**config.mk**
```make
export PLATFORM = sky130hd
export DESIGN_NAME = ice51_top
export DESIGN_NICKNAME = d
export VERILOG_FILES = /design/src/design/ice51_isa_pkg.sv /design/src/design/ice51_uart_pkg.sv /design/src/design/ice51_uart_rx.sv /design/src/design/ice51_uart_tx.sv /design/src/design/ice51_code_mem.sv /design/src/design/ice51_fetch.sv /design/src/design/ice51_exec.sv /design/src/design/ice51_top.sv
export SDC_FILE = /design/constraint.sdc
export NUM_CORES = 2
export LEC_CHECK = 0
export BUFFER_PORTS_ARGS = -buffer_cell sky130_fd_sc_hd__buf_2
export CORE_UTILIZATION = 45
export DETAILED_ROUTE_END_ITERATION = 12
export GPL_ROUTABILITY_DRIVEN = 0
export GPL_TIMING_DRIVEN = 0
export PLACE_DENSITY_LB_ADDON = 0.1
export REMOVE_ABC_BUFFERS = 1
export SLEW_MARGIN = 20
export SYNTH_ARGS = -nofsm -noshare
export SYNTH_HDL_FRONTEND = slang
export SYNTH_SLANG_ARGS = --single-unit
```
**constraint.sdc**
```tcl
create_clock -name i_clk -period 4.4 [get_ports i_clk]
set_clock_uncertainty 0.1 [all_clocks]
set_input_delay 0.66 -clock i_clk [delete_from_list [all_inputs] [get_ports i_clk]]
set_output_delay 0.66 -clock i_clk [all_outputs]
set_load 0.01 [all_outputs]
```
**src/design/ice51_isa_pkg.sv**
```systemverilog
`default_nettype none

package ice51_isa_pkg;

   localparam int          CODE_AW    = 8;
   localparam int          CODE_DEPTH = 256;        // bytes booted before the core runs
   localparam logic [15:0] TX_ADDR    = 16'h0201;   // movx target for the uart transmitter

   //////////////////////////////////////////////////////////////////////
   // opcodes

   localparam logic [7:0] LJMP    = 8'h02;   // ljmp addr16
   localparam logic [7:0] INC_A   = 8'h04;
   localparam logic [7:0] RRC_A   = 8'h13;
   localparam logic [7:0] DEC_A   = 8'h14;
   localparam logic [7:0] RL_A    = 8'h23;
   localparam logic [7:0] ADD_AI  = 8'h24;
   localparam logic [7:0] RLC_A   = 8'h33;
   localparam logic [7:0] ADDC_AI = 8'h34;
   localparam logic [7:0] JC      = 8'h40;
   localparam logic [7:0] ORL_AI  = 8'h44;
   localparam logic [7:0] JNC     = 8'h50;
   localparam logic [7:0] ANL_AI  = 8'h54;
   localparam logic [7:0] JZ      = 8'h60;
   localparam logic [7:0] XRL_AI  = 8'h64;
   localparam logic [7:0] JNZ     = 8'h70;
   localparam logic [7:0] MOV_AI  = 8'h74;
   localparam logic [7:0] SJMP    = 8'h80;
   localparam logic [7:0] MOV_DP  = 8'h90;   // mov dptr,#hi,lo
   localparam logic [7:0] SUBB_AI = 8'h94;
   localparam logic [7:0] CLR_C   = 8'hC3;
   localparam logic [7:0] SETB_C  = 8'hD3;
   localparam logic [7:0] CLR_A   = 8'hE4;
   localparam logic [7:0] MOVX_DA = 8'hF0;   // movx @dptr,a
   localparam logic [7:0] CPL_A   = 8'hF4;

   //////////////////////////////////////////////////////////////////////
   // sequencer and instruction types

   typedef enum logic [2:0] {
      FETCH,
      DECODE0,
      DECODE1,
      DECODE2,
      EXECUTE
   } seq_state_t;

   typedef struct packed {
      logic [7:0]         opcode;
      logic [7:0]         op1;       // first operand byte
      logic [7:0]         op2;       // second operand byte
      logic [CODE_AW-1:0] next_pc;   // address after the instruction
   } instr_t;

   typedef struct packed {
      logic               load;
      logic [CODE_AW-1:0] target;
   } pc_load_t;

endpackage

`default_nettype wire

```
**src/design/ice51_uart_pkg.sv**
```systemverilog
`default_nettype none

package ice51_uart_pkg;

   localparam int CLKS_PER_BIT = 16;   // short bit time for simulation
   localparam int BIT_CNT_W    = $clog2(CLKS_PER_BIT);

   typedef struct packed {
      logic       valid;
      logic [7:0] data;
   } uart_byte_t;

   // frame machines
   typedef enum logic [1:0] {RX_IDLE, RX_START, RX_DATA, RX_STOP} rx_state_t;
   typedef enum logic [1:0] {TX_IDLE, TX_START, TX_DATA, TX_STOP} tx_state_t;

endpackage

`default_nettype wire

```
**src/design/ice51_uart_rx.sv**
```systemverilog
`timescale 1ns/10ps
`default_nettype none

module ice51_uart_rx import ice51_uart_pkg::*; (
   input  logic       i_clk,
   input  logic       i_nrst,
   input  logic       i_rx,
   output uart_byte_t o_byte
);

   logic [1:0]           rx_sync;
   logic                 rx_s;
   rx_state_t            state;
   logic [BIT_CNT_W-1:0] cnt;
   logic [2:0]           bit_idx;
   logic [7:0]           shreg;
   logic                 valid;
   logic                 half_hit;
   logic                 full_hit;

   assign rx_s     = rx_sync[1];
   assign half_hit = (cnt == BIT_CNT_W'(CLKS_PER_BIT/2 - 1));   // middle of start bit
   assign full_hit = (cnt == BIT_CNT_W'(CLKS_PER_BIT - 1));

   // two-flop resync, idles high
   always_ff @(posedge i_clk or negedge i_nrst) begin
      if (!i_nrst) rx_sync <= 2'b11;
      else         rx_sync <= {rx_sync[0], i_rx};
   end

   always_ff @(posedge i_clk or negedge i_nrst) begin
      if (!i_nrst) begin
         state   <= RX_IDLE;
         cnt     <= '0;
         bit_idx <= '0;
         valid   <= 1'b0;
      end else begin
         valid <= 1'b0;
         cnt   <= cnt + 1'b1;
         case (state)
            RX_IDLE: begin
               cnt <= '0;
               if (!rx_s) state <= RX_START;   // falling edge
            end
            RX_START: if (half_hit) begin
               cnt     <= '0;
               bit_idx <= '0;
               state   <= rx_s ? RX_IDLE : RX_DATA;   // glitch goes back to idle
            end
            RX_DATA: if (full_hit) begin
               cnt     <= '0;
               bit_idx <= bit_idx + 1'b1;
               if (bit_idx == 3'd7) state <= RX_STOP;
            end
            RX_STOP: if (full_hit) begin
               valid <= 1'b1;   // one pulse per frame
               state <= RX_IDLE;
            end
            default: state <= RX_IDLE;
         endcase
      end
   end

   // lsb arrives first
   always_ff @(posedge i_clk) begin
      if (state == RX_DATA && full_hit) shreg <= {rx_s, shreg[7:1]};
   end

   assign o_byte = '{valid: valid, data: shreg};

endmodule

`default_nettype wire

```
**src/design/ice51_uart_tx.sv**
```systemverilog
`timescale 1ns/10ps
`default_nettype none

module ice51_uart_tx import ice51_uart_pkg::*; (
   input  logic       i_clk,
   input  logic       i_nrst,
   input  uart_byte_t i_req,
   output logic       o_ready,
   output logic       o_tx
);

   tx_state_t            state;
   logic [BIT_CNT_W-1:0] cnt;
   logic [2:0]           bit_idx;
   logic [7:0]           shreg;
   logic                 accept;
   logic                 bit_end;

   assign o_ready = (state == TX_IDLE);
   assign accept  = i_req.valid & o_ready;
   assign bit_end = (cnt == BIT_CNT_W'(CLKS_PER_BIT - 1));

   always_ff @(posedge i_clk or negedge i_nrst) begin
      if (!i_nrst) begin
         state   <= TX_IDLE;
         cnt     <= '0;
         bit_idx <= '0;
      end else begin
         cnt <= (state == TX_IDLE || bit_end) ? '0 : cnt + 1'b1;
         case (state)
            TX_IDLE: if (accept) state <= TX_START;
            TX_START: if (bit_end) begin
               bit_idx <= '0;
               state   <= TX_DATA;
            end
            TX_DATA: if (bit_end) begin
               bit_idx <= bit_idx + 1'b1;
               if (bit_idx == 3'd7) state <= TX_STOP;
            end
            TX_STOP: if (bit_end) state <= TX_IDLE;   // ready again after stop bit
            default: state <= TX_IDLE;
         endcase
      end
   end

   // byte latched on handshake, shifted out lsb first
   always_ff @(posedge i_clk) begin
      if (accept)                          shreg <= i_req.data;
      else if (state == TX_DATA && bit_end) shreg <= {1'b0, shreg[7:1]};
   end

   always_comb begin
      case (state)
         TX_START: o_tx = 1'b0;
         TX_DATA:  o_tx = shreg[0];
         default:  o_tx = 1'b1;   // idle and stop
      endcase
   end

endmodule

`default_nettype wire

```
**src/design/ice51_code_mem.sv**
```systemverilog
`timescale 1ns/10ps
`default_nettype none

module ice51_code_mem import ice51_isa_pkg::*, ice51_uart_pkg::*; (
   input  logic               i_clk,
   input  logic               i_nrst,
   input  uart_byte_t         i_rx_byte,
   input  logic [CODE_AW-1:0] i_fetch_addr,
   output logic [7:0]         o_code_data,
   output logic               o_boot_done
);

   logic [7:0]         mem [CODE_DEPTH];
   logic [CODE_AW-1:0] load_addr;
   logic               load_wr;

   // bytes are only taken while booting
   assign load_wr = i_rx_byte.valid & ~o_boot_done;

   //////////////////////////////////////////////////////////////////////
   // boot loader

   always_ff @(posedge i_clk or negedge i_nrst) begin
      if (!i_nrst) begin
         load_addr   <= '0;
         o_boot_done <= 1'b0;
      end else if (load_wr) begin
         load_addr <= load_addr + 1'b1;
         if (load_addr == CODE_AW'(CODE_DEPTH - 1)) o_boot_done <= 1'b1;   // sticky
      end
   end

   //////////////////////////////////////////////////////////////////////
   // ram

   always_ff @(posedge i_clk) begin
      if (load_wr) mem[load_addr] <= i_rx_byte.data;
      o_code_data <= mem[i_fetch_addr];   // data one cycle after the address
   end

endmodule

`default_nettype wire

```
**src/design/ice51_fetch.sv**
```systemverilog
`timescale 1ns/10ps
`default_nettype none

module ice51_fetch import ice51_isa_pkg::*; (
   input  logic               i_clk,
   input  logic               i_nrst,
   input  logic               i_boot_done,
   input  logic [7:0]         i_code_data,
   output logic [CODE_AW-1:0] o_code_addr,
   output instr_t             o_instr,
   output logic               o_instr_valid,
   input  logic               i_exec_done,
   input  pc_load_t           i_pc_load
);

   seq_state_t         state;
   seq_state_t         state_nxt;
   logic [CODE_AW-1:0] pc;
   logic [7:0]         opcode;
   logic [7:0]         op1;
   logic [7:0]         op2;
   logic [1:0]         len_now;    // from the opcode on the read bus
   logic [1:0]         len_held;   // from the latched opcode
   logic               pc_step;

   // bytes per instruction
   function automatic logic [1:0] instr_len(input logic [7:0] opc);
      case (opc)
         LJMP, MOV_DP: instr_len = 2'd3;
         MOV_AI, ADD_AI, ADDC_AI, SUBB_AI, ANL_AI, ORL_AI, XRL_AI,
         SJMP, JZ, JNZ, JC, JNC: instr_len = 2'd2;
         default: instr_len = 2'd1;
      endcase
   endfunction

   assign len_now  = instr_len(i_code_data);
   assign len_held = instr_len(opcode);

   //////////////////////////////////////////////////////////////////////
   // sequencer

   always_comb begin
      state_nxt = state;
      case (state)
         FETCH:   if (i_boot_done) state_nxt = DECODE0;
         DECODE0: state_nxt = (len_now == 2'd1) ? EXECUTE : DECODE1;
         DECODE1: state_nxt = (len_held == 2'd3) ? DECODE2 : EXECUTE;
         DECODE2: state_nxt = EXECUTE;
         EXECUTE: if (i_exec_done) state_nxt = FETCH;
         default: state_nxt = FETCH;
      endcase
   end

   // one increment per byte read
   assign pc_step = (state == FETCH && i_boot_done) ||
                    (state == DECODE0 && len_now != 2'd1) ||
                    (state == DECODE1 && len_held == 2'd3);

   always_ff @(posedge i_clk or negedge i_nrst) begin
      if (!i_nrst) begin
         state <= FETCH;
         pc    <= '0;
      end else begin
         state <= state_nxt;
         if (state == EXECUTE) begin
            if (i_exec_done && i_pc_load.load) pc <= i_pc_load.target;
         end else if (pc_step) begin
            pc <= pc + 1'b1;
         end
      end
   end

   always_ff @(posedge i_clk) begin
      if (state == DECODE0) opcode <= i_code_data;
      if (state == DECODE1) op1 <= i_code_data;
      if (state == DECODE2) op2 <= i_code_data;
   end

   assign o_code_addr   = pc;
   assign o_instr       = '{opcode: opcode, op1: op1, op2: op2, next_pc: pc};
   assign o_instr_valid = (state == EXECUTE);

endmodule

`default_nettype wire

```
**src/design/ice51_exec.sv**
```systemverilog
`timescale 1ns/10ps
`default_nettype none

module ice51_exec import ice51_isa_pkg::*, ice51_uart_pkg::*; (
   input  logic       i_clk,
   input  logic       i_nrst,
   input  instr_t     i_instr,
   input  logic       i_instr_valid,
   output logic       o_exec_done,
   output pc_load_t   o_pc_load,
   output uart_byte_t o_tx_req,
   input  logic       i_tx_ready
);

   logic [7:0]         acc;
   logic               carry;
   logic [15:0]        dptr;
   logic [7:0]         acc_nxt;
   logic               carry_nxt;
   logic [15:0]        dptr_nxt;
   logic [7:0]         imm;
   logic               cin;
   logic [8:0]         add9;
   logic [8:0]         sub9;   // bit 8 is the borrow
   logic               acc_zero;
   logic               taken;
   logic [CODE_AW-1:0] rel_target;
   logic               tx_sel;

   assign imm      = i_instr.op1;
   assign cin      = (i_instr.opcode == ADDC_AI) & carry;
   assign add9     = {1'b0, acc} + {1'b0, imm} + {8'd0, cin};
   assign sub9     = {1'b0, acc} - {1'b0, imm} - {8'd0, carry};
   assign acc_zero = (acc == 8'd0);

   //////////////////////////////////////////////////////////////////////
   // alu

   always_comb begin
      acc_nxt   = acc;
      carry_nxt = carry;
      dptr_nxt  = dptr;
      case (i_instr.opcode)
         INC_A:   acc_nxt = acc + 8'd1;   // carry untouched
         DEC_A:   acc_nxt = acc - 8'd1;
         CLR_A:   acc_nxt = 8'd0;
         CPL_A:   acc_nxt = ~acc;
         RL_A:    acc_nxt = {acc[6:0], acc[7]};
         RLC_A:   {carry_nxt, acc_nxt} = {acc, carry};
         RRC_A:   {acc_nxt, carry_nxt} = {carry, acc};
         CLR_C:   carry_nxt = 1'b0;
         SETB_C:  carry_nxt = 1'b1;
         MOV_AI:  acc_nxt = imm;
         ADD_AI, ADDC_AI: {carry_nxt, acc_nxt} = add9;
         SUBB_AI: {carry_nxt, acc_nxt} = sub9;
         ANL_AI:  acc_nxt = acc & imm;
         ORL_AI:  acc_nxt = acc | imm;
         XRL_AI:  acc_nxt = acc ^ imm;
         MOV_DP:  dptr_nxt = {i_instr.op1, i_instr.op2};   // high byte first
         default: acc_nxt = acc;
      endcase
   end

   //////////////////////////////////////////////////////////////////////
   // branches

   always_comb begin
      case (i_instr.opcode)
         SJMP, LJMP: taken = 1'b1;
         JZ:         taken = acc_zero;
         JNZ:        taken = ~acc_zero;
         JC:         taken = carry;
         JNC:        taken = ~carry;
         default:    taken = 1'b0;
      endcase
   end

   // signed offset from the following instruction
   assign rel_target = i_instr.next_pc + CODE_AW'(signed'(i_instr.op1));

   assign o_pc_load.load   = i_instr_valid & taken;
   assign o_pc_load.target = (i_instr.opcode == LJMP) ? i_instr.op2[CODE_AW-1:0] : rel_target;

   //////////////////////////////////////////////////////////////////////
   // transmit request and completion

   assign tx_sel = (i_instr.opcode == MOVX_DA) && (dptr == TX_ADDR);

   assign o_tx_req    = '{valid: i_instr_valid & tx_sel, data: acc};
   assign o_exec_done = i_instr_valid & (~tx_sel | i_tx_ready);   // stall while tx busy

   always_ff @(posedge i_clk or negedge i_nrst) begin
      if (!i_nrst) begin
         acc   <= '0;
         carry <= 1'b0;
         dptr  <= '0;
      end else if (o_exec_done) begin
         acc   <= acc_nxt;
         carry <= carry_nxt;
         dptr  <= dptr_nxt;
      end
   end

endmodule

`default_nettype wire

```
**src/design/ice51_top.sv**
```systemverilog
`timescale 1ns/10ps
`default_nettype none

module ice51_top import ice51_isa_pkg::*, ice51_uart_pkg::*; (
   input  logic i_clk,
   input  logic i_nrst,
   input  logic i_uart_rx,
   output logic o_uart_tx,
   output logic o_boot_done
);

   uart_byte_t         rx_byte;
   uart_byte_t         tx_req;
   logic               tx_ready;
   logic [CODE_AW-1:0] code_addr;
   logic [7:0]         code_data;
   instr_t             instr;
   logic               instr_valid;
   logic               exec_done;
   pc_load_t           pc_load;

   // serial in, boot ram, core, serial out
   ice51_uart_rx rx_i (.i_clk, .i_nrst, .i_rx(i_uart_rx), .o_byte(rx_byte));

   ice51_code_mem mem_i (.i_clk, .i_nrst, .i_rx_byte(rx_byte), .i_fetch_addr(code_addr),
                         .o_code_data(code_data), .o_boot_done);

   ice51_fetch fetch_i (.i_clk, .i_nrst, .i_boot_done(o_boot_done), .i_code_data(code_data),
                        .o_code_addr(code_addr), .o_instr(instr), .o_instr_valid(instr_valid),
                        .i_exec_done(exec_done), .i_pc_load(pc_load));

   ice51_exec exec_i (.i_clk, .i_nrst, .i_instr(instr), .i_instr_valid(instr_valid),
                      .o_exec_done(exec_done), .o_pc_load(pc_load), .o_tx_req(tx_req),
                      .i_tx_ready(tx_ready));

   ice51_uart_tx tx_i (.i_clk, .i_nrst, .i_req(tx_req), .o_ready(tx_ready), .o_tx(o_uart_tx));

endmodule

`default_nettype wire

```
; ---- After elaboration in Yosys (flattened, before gate mapping)
; Memory sizes are Yosys's and may differ from the RTL's. A register that Yosys moved wholly into a read port is not among the register bits.
; Cells that the tools add are included.
; Widths: inputs -> output; s select.
[totals]
latch_bits = 0
inputBits = 3
n_memories = 1
romBits = 0
regBits = 106
out_inout_bits = 2
word_cells = 200
mem_bits_rw = 2048
[memory_table]
columns = memory, words, width, read_ports, rd_clocked_by_memory_dff, wr, line_no
row1 = mem_i.mem, 256, 8, 1, 1, 1, ice51_code_mem.sv:13  ; logic [7:0] mem [CODE_DEPTH];
[op_classes]
n_shift = 0
mux = 44
n_div = 0
multipliers = 0
bitwise = 15
n_eq_ne = 71
magnitude_cmp = 0
reduce_logical = 36
n_addsub = 13
[ops]
columns = operator, n
row1 = $eq 8x7->1 const B, 16
row2 = $pmux 8 s13, 1
row3 = $eq 8x8->1 const B, 12
row4 = $eq 8x6->1 const B, 6
row5 = $mux 8, 6
row6 = $add 8x1->8 const B, 3
row7 = $mux 3, 8
row8 = $reduce_or 12->1, 2
row9 = $mux 2, 11
row10 = $ne 2x1->1 const B, 10
row11 = $eq 16x10->1 const B, 1
row12 = $eq 8x2->1 const B, 2
row13 = $eq 8x5->1 const B, 2
row14 = $pmux 2 s4, 2
row15 = $pmux 3 s5, 1
row16 = $reduce_bool 13->1, 1
row17 = $mux 4, 3
row18 = $pmux 3 s2, 2
row19 = $pmux 4 s3, 1
row20 = $reduce_and 2->1, 6
row21 = $eq 2x2->1 const B, 5
row22 = $reduce_and 5->1, 2
row23 = $add 8x8->9, 1
row24 = $add 9x1->9, 1
row25 = 35 further kinds, 74

; ---- Logic depth before layout (Yosys ltp)
[logic_depth]
depth_word = 9
ltp_mapped = 14
mapped_depth_nobuf = 13

; ---- Modules after synthesis
; From an unflattened synthesis, not the netlist that was laid out.
[unflattened]
cells_unflattened = 4408
hier_area_um2 = 86882.1
[modules_own_cells]
columns = mod, cells_per_inst, seq_area_each_um2, area_per_inst_um2, instances
row1 = ice51_code_mem, 3722, 61884.4, 80075.5, 1
row2 = ice51_exec, 428, 625.6, 3479.6, 1
row3 = ice51_fetch, 132, 996.0, 1647.8, 1
row4 = ice51_uart_tx, 65, 465.4, 863.3, 1
row5 = ice51_uart_rx, 61, 543.0, 815.8, 1

; ---- Least setup slack after synthesis
; OpenSTA, ideal clock, no wires.
[synth_path]
path_type = flip-flop to flip-flop
from = register rx_i.shreg[1]
to = memory mem_i.mem[0][1] (data pin)
path_slack_ns = 0.240
period_less_slack_ns = 4.160
required_time_ns = 3.480
path_stages_with_launch = 1
arrival_ns = 3.240
path_buffers = 0
setup_ns = 0.820
path_cell_list = edfxtp_1
[synth_rtl]
columns = element, line_no
row1 = from (decl), ice51_uart_rx.sv:16  ; logic [7:0] shreg;
row2 = from (signal assigned), ice51_uart_rx.sv:66  ; if (state == RX_DATA && full_hit) shreg <= {rx_s, shreg[7:1]};
row3 = to (decl), ice51_code_mem.sv:13
; No word-level cell before the write port.

==> impl_metrics.ini <==
[clock_network]
cts_htree_levels = 4
cts_sinks = 2162
cts_buffer_depth = 3
clk_latency_ns = 0.87
cts-root-buf = clkbuf_16
cts_tree = done
cts_made_buffers = 221
clk_pin_slew_ns = 0.06

[grt]
use_met3 = 0.0443
global_route.usage.met1 = 0.357
grt_pass1_vias = 44617
grt_util_met2 = 0.398
grt_use_total = 0.250
grt_pass1_wl_mm = 342
overflow = 0
grt.busiest_layer = met2
antenna_found_initial = 5
grt_max_degree = 49

[setup_path]
arrival_ns = 5.00
cp.required_ns = 4.94
cp_max_fo = 32
timing.rr.end = mem_i.o_code_data[0]
reg2reg_slack_ns = -0.05
slowest_delay_ns = 0.85
cp_slowest_cell = nor3_1
path_common_cell = buf_12
path_class = flip-flop to flip-flop
endpoint_kind = flip-flop
r2r.worst_path.cells = 11
crit_path_end = mem_i.o_code_data[0]
r2r_start = fetch_i.o_code_addr[3]
cp-start-kind = flip-flop
startpoint = fetch_i.o_code_addr[3]
crit_path_cell_trace = buf_12 -> buf_12 -> clkinv_4 -> buf_16 -> nor2_4 -> buf_4 -> buf_12 -> a221oi_1 -> a21oi_1 -> nor3_1 -> o32ai_1

[routing]
num_vias = 44843
dr.pass1.iters = 7
totalWireLength_mm = 242
ant_nets = 0
drt_iter0_drc = 4495
wl_per_cell_um = 32.8
drc = 0
avgViaCountPerCell = 6.09

[yosys]
synth-edff-count = 2088
synth-seq-area-share = 0.745
synth_ff_type = edfxtp_1
async_flop_share = 0.0305
synth_area_um2 = 86600
ys_types = 87
syn_area_per_cell_um2 = 19.2
yosys_warnings = 0
synth_seq_cells = 2162
synthCells = 4499

[sta]
maxSlewHeadroom = 0.264
slew_viol_final = 0
holdWs_ns = 0.171
min_period_ns = 4.45
setup_tns_ns = -0.0533
finalHoldViolCount = 0
rsz0062_at_grt = no
worstMarginPinSlew_ns = 1.10
setup_slack_ns = -0.0533
fmax_mhz = 225
finalCritPeriodShare = 1.01
finalSetupViolCount = 1

[final_layout]
seq_area_um2 = 64500
area_growth_syn_to_layout_pct = 14.9
fin_nets = 4745
post-route-util = 0.522
multiInputGateArea_um2 = 20900
final_cells = 7366
drive_gt1_frac = 0.220
nFillCells = 15116

[floorplan]
dieHeight_um = 441
io_pins = 5
start_util = 0.454
rows = 160
die-area_um2 = 194000
core-area_um2 = 191000
die_width_um = 441

[place]
dp.cells = 6945
place_hpwl_mm = 160
place.port_buffers = 4

[power_and_ir_drop]
power_frac_clock = 0.443
irDropWorstVdd_v = 0.000351
power_frac_comb = 0.004
seq_power_share = 0.553
sw_frac_of_total = 0.199
power_density_nw_per_um2 = 405
p_sw_mw = 8.02
intPower_mw = 32.3
power_leakage_nw = 30.5

[status]
outcome = finished with violations
violations = setup timing

[worst_hold_path]
hp-class = input pin to async pin

[flow_run]
maxCapViolCount = 0
==> per-layer routing <==
metal / vias to the layer above / part of all wire
met5: - / 0.00017
met4: 6 / 0.025
met3: 324 / 0.064
met2: 1604 / 0.48
met1: 24096 / 0.43
li1: 18813 / -
==> power groups by stage <==
stage	logic, mW	registers [mW]	clock network (mW)
2_1_floorplan	0.110	22.7	0
3_3_place_gp	0.151	22.7	0
3_5_place_dp	0.159	22.7	0
4_1_cts	0.160	22.3	18.1
5_1_grt	0.190	22.3	18.8
6_report	0.158	22.3	17.9
==> logic make-up (layout without fill, tap and decap cells) <==
| family | after synthesis | in the layout | synth area share |
|---|---|---|---|
| multiplexers | 666 | 666 | 0.144 |
| flip-flops | 2162 | 2162 | 0.745 |
| AO/OA/AOI/OAI | 533 | 533 | 0.0417 |
| adder cells (fa/ha/maj) | 69 | 69 | 0.0105 |
| other | 0 | 1 | 0 |
| XOR/XNOR | 30 | 30 | 0.00303 |
| AND/OR/NAND/NOR | 727 | 727 | 0.0375 |
| buffers and inverters | 312 | 667 | 0.0188 |
==> registers in the layout, indices dropped and copies added (netlist names), named ones only <==
signal and count:
mem_i.mem 2048, exec_i.dptr 16, exec_i.acc 8, fetch_i.o_code_addr 8, fetch_i.op1 8, fetch_i.op2 8, fetch_i.opcode 8, mem_i.load_addr 8
mem_i.o_code_data 8, rx_i.shreg 8, tx_i.shreg 8, rx_i.cnt 4, tx_i.cnt 4, fetch_i.state 3, rx_i.bit_idx 3, tx_i.bit_idx 3
rx_i.rx_sync 2, tx_i.state 2, exec_i.carry 1, mem_i.o_boot_done 1, rx_i.state 1, rx_i.valid 1
==> worst max-delay path: cells and delay by family (launching register included) <==
kind                   cells  cell delay (ns)
DFF                        1             0.65
buffers and inverters      6             1.47
AOI/OAI and AO/OA          3             0.94
and+or+nand+nor            2             0.93
==> area by class of cell <==
class	count	share of cell area
Multi-Input combinational cell	2025	0.210
Clock inverter	126	0.00976
Antenna cell	1	0.0000252
Tap cell	2511	0.0316
Clock buffer	278	0.0582
Timing Repair Buffer	212	0.0397
Inverter	51	0.00204
Sequential cell	2162	0.649
==> how the worst min path moves through the flow <==
| stage | to | from | depth (start not counted) |
|---|---|---|---|
| floorplan | rx_i.rx_sync[1] | rx_i.rx_sync[0] | 0 |
| global placement | rx_i.rx_sync[1] | rx_i.rx_sync[0] | 0 |
| detailed placement | rx_i.rx_sync[1] | rx_i.rx_sync[0] | 0 |
| CTS | exec_i.dptr[7] | i_nrst | 2 |
| global route | exec_i.dptr[2] | i_nrst | 2 |
| finish | fetch_i.o_code_addr[1] | i_nrst | 2 |
==> repair_timing <==
action	CTS	global route
setup buffers	8	2
endpoints found under the setup margin	8	7
hold buffers	2	0
gates resized for setup	31	7
pin swaps	2	1
cloned	1	2
hold endpoints to repair	65	0
==> through the flow <==
step                cell area, um2  setup slack (ns)  power, mW
floorplan                    85200            -19.26       22.8
global placement             88300            -36.23       22.9
detailed placement           92300             -1.26       22.9
CTS                          99300           -0.0634       40.6
global route                 99500            0.0203       41.3
finish                       99500           -0.0533       40.3
==> Yosys cell counts, types with 8 or more instances <==
cell type  count  area, um2
edfxtp_1    2088      62700
mux4_2       458      10300
nor2_1       343       1290
mux2i_1      181       1810
nand2_1      158        593
clkbuf_1     131        492
a21oi_1      128        641
o21ai_0       84        420
nand3_1       72        360
a22oi_1       64        480
dfrtp_1       64       1600
ha_1          63        788
a221oi_1      57        499
inv_1         49        184
buf_2         48        240
buf_6         37        417
nor3_1        31        155
o22ai_1       30        188
a211oi_1      29        218
nor2b_1       28        175
nand4_1       25        156
buf_4         23        173
buf_1         19       71.3
xnor2_1       19        166
mux2_2        17        191
a22o_1        14        123
a31oi_1       13       81.3
nor4_1        13       81.3
o211ai_1      13       97.6
o221ai_1      13        114
nand2b_1      11       68.8
xor2_1        11       96.3
mux2_1        10        113
o21ai_1       10       50.1
dfxtp_1        8        160
==> cell usage in the layout (no fill, tap or decap), types with 82 or more instances in the layout <==
cell,instances
nor2_1,330
o21ai_0,82
mux2i_1,181
a21oi_1,126
nand2_1,154
clkbuf_16,225
mux4_2,458
edfxtp_1,2088
buf_8,97
(Power assumes the default switching activity.)
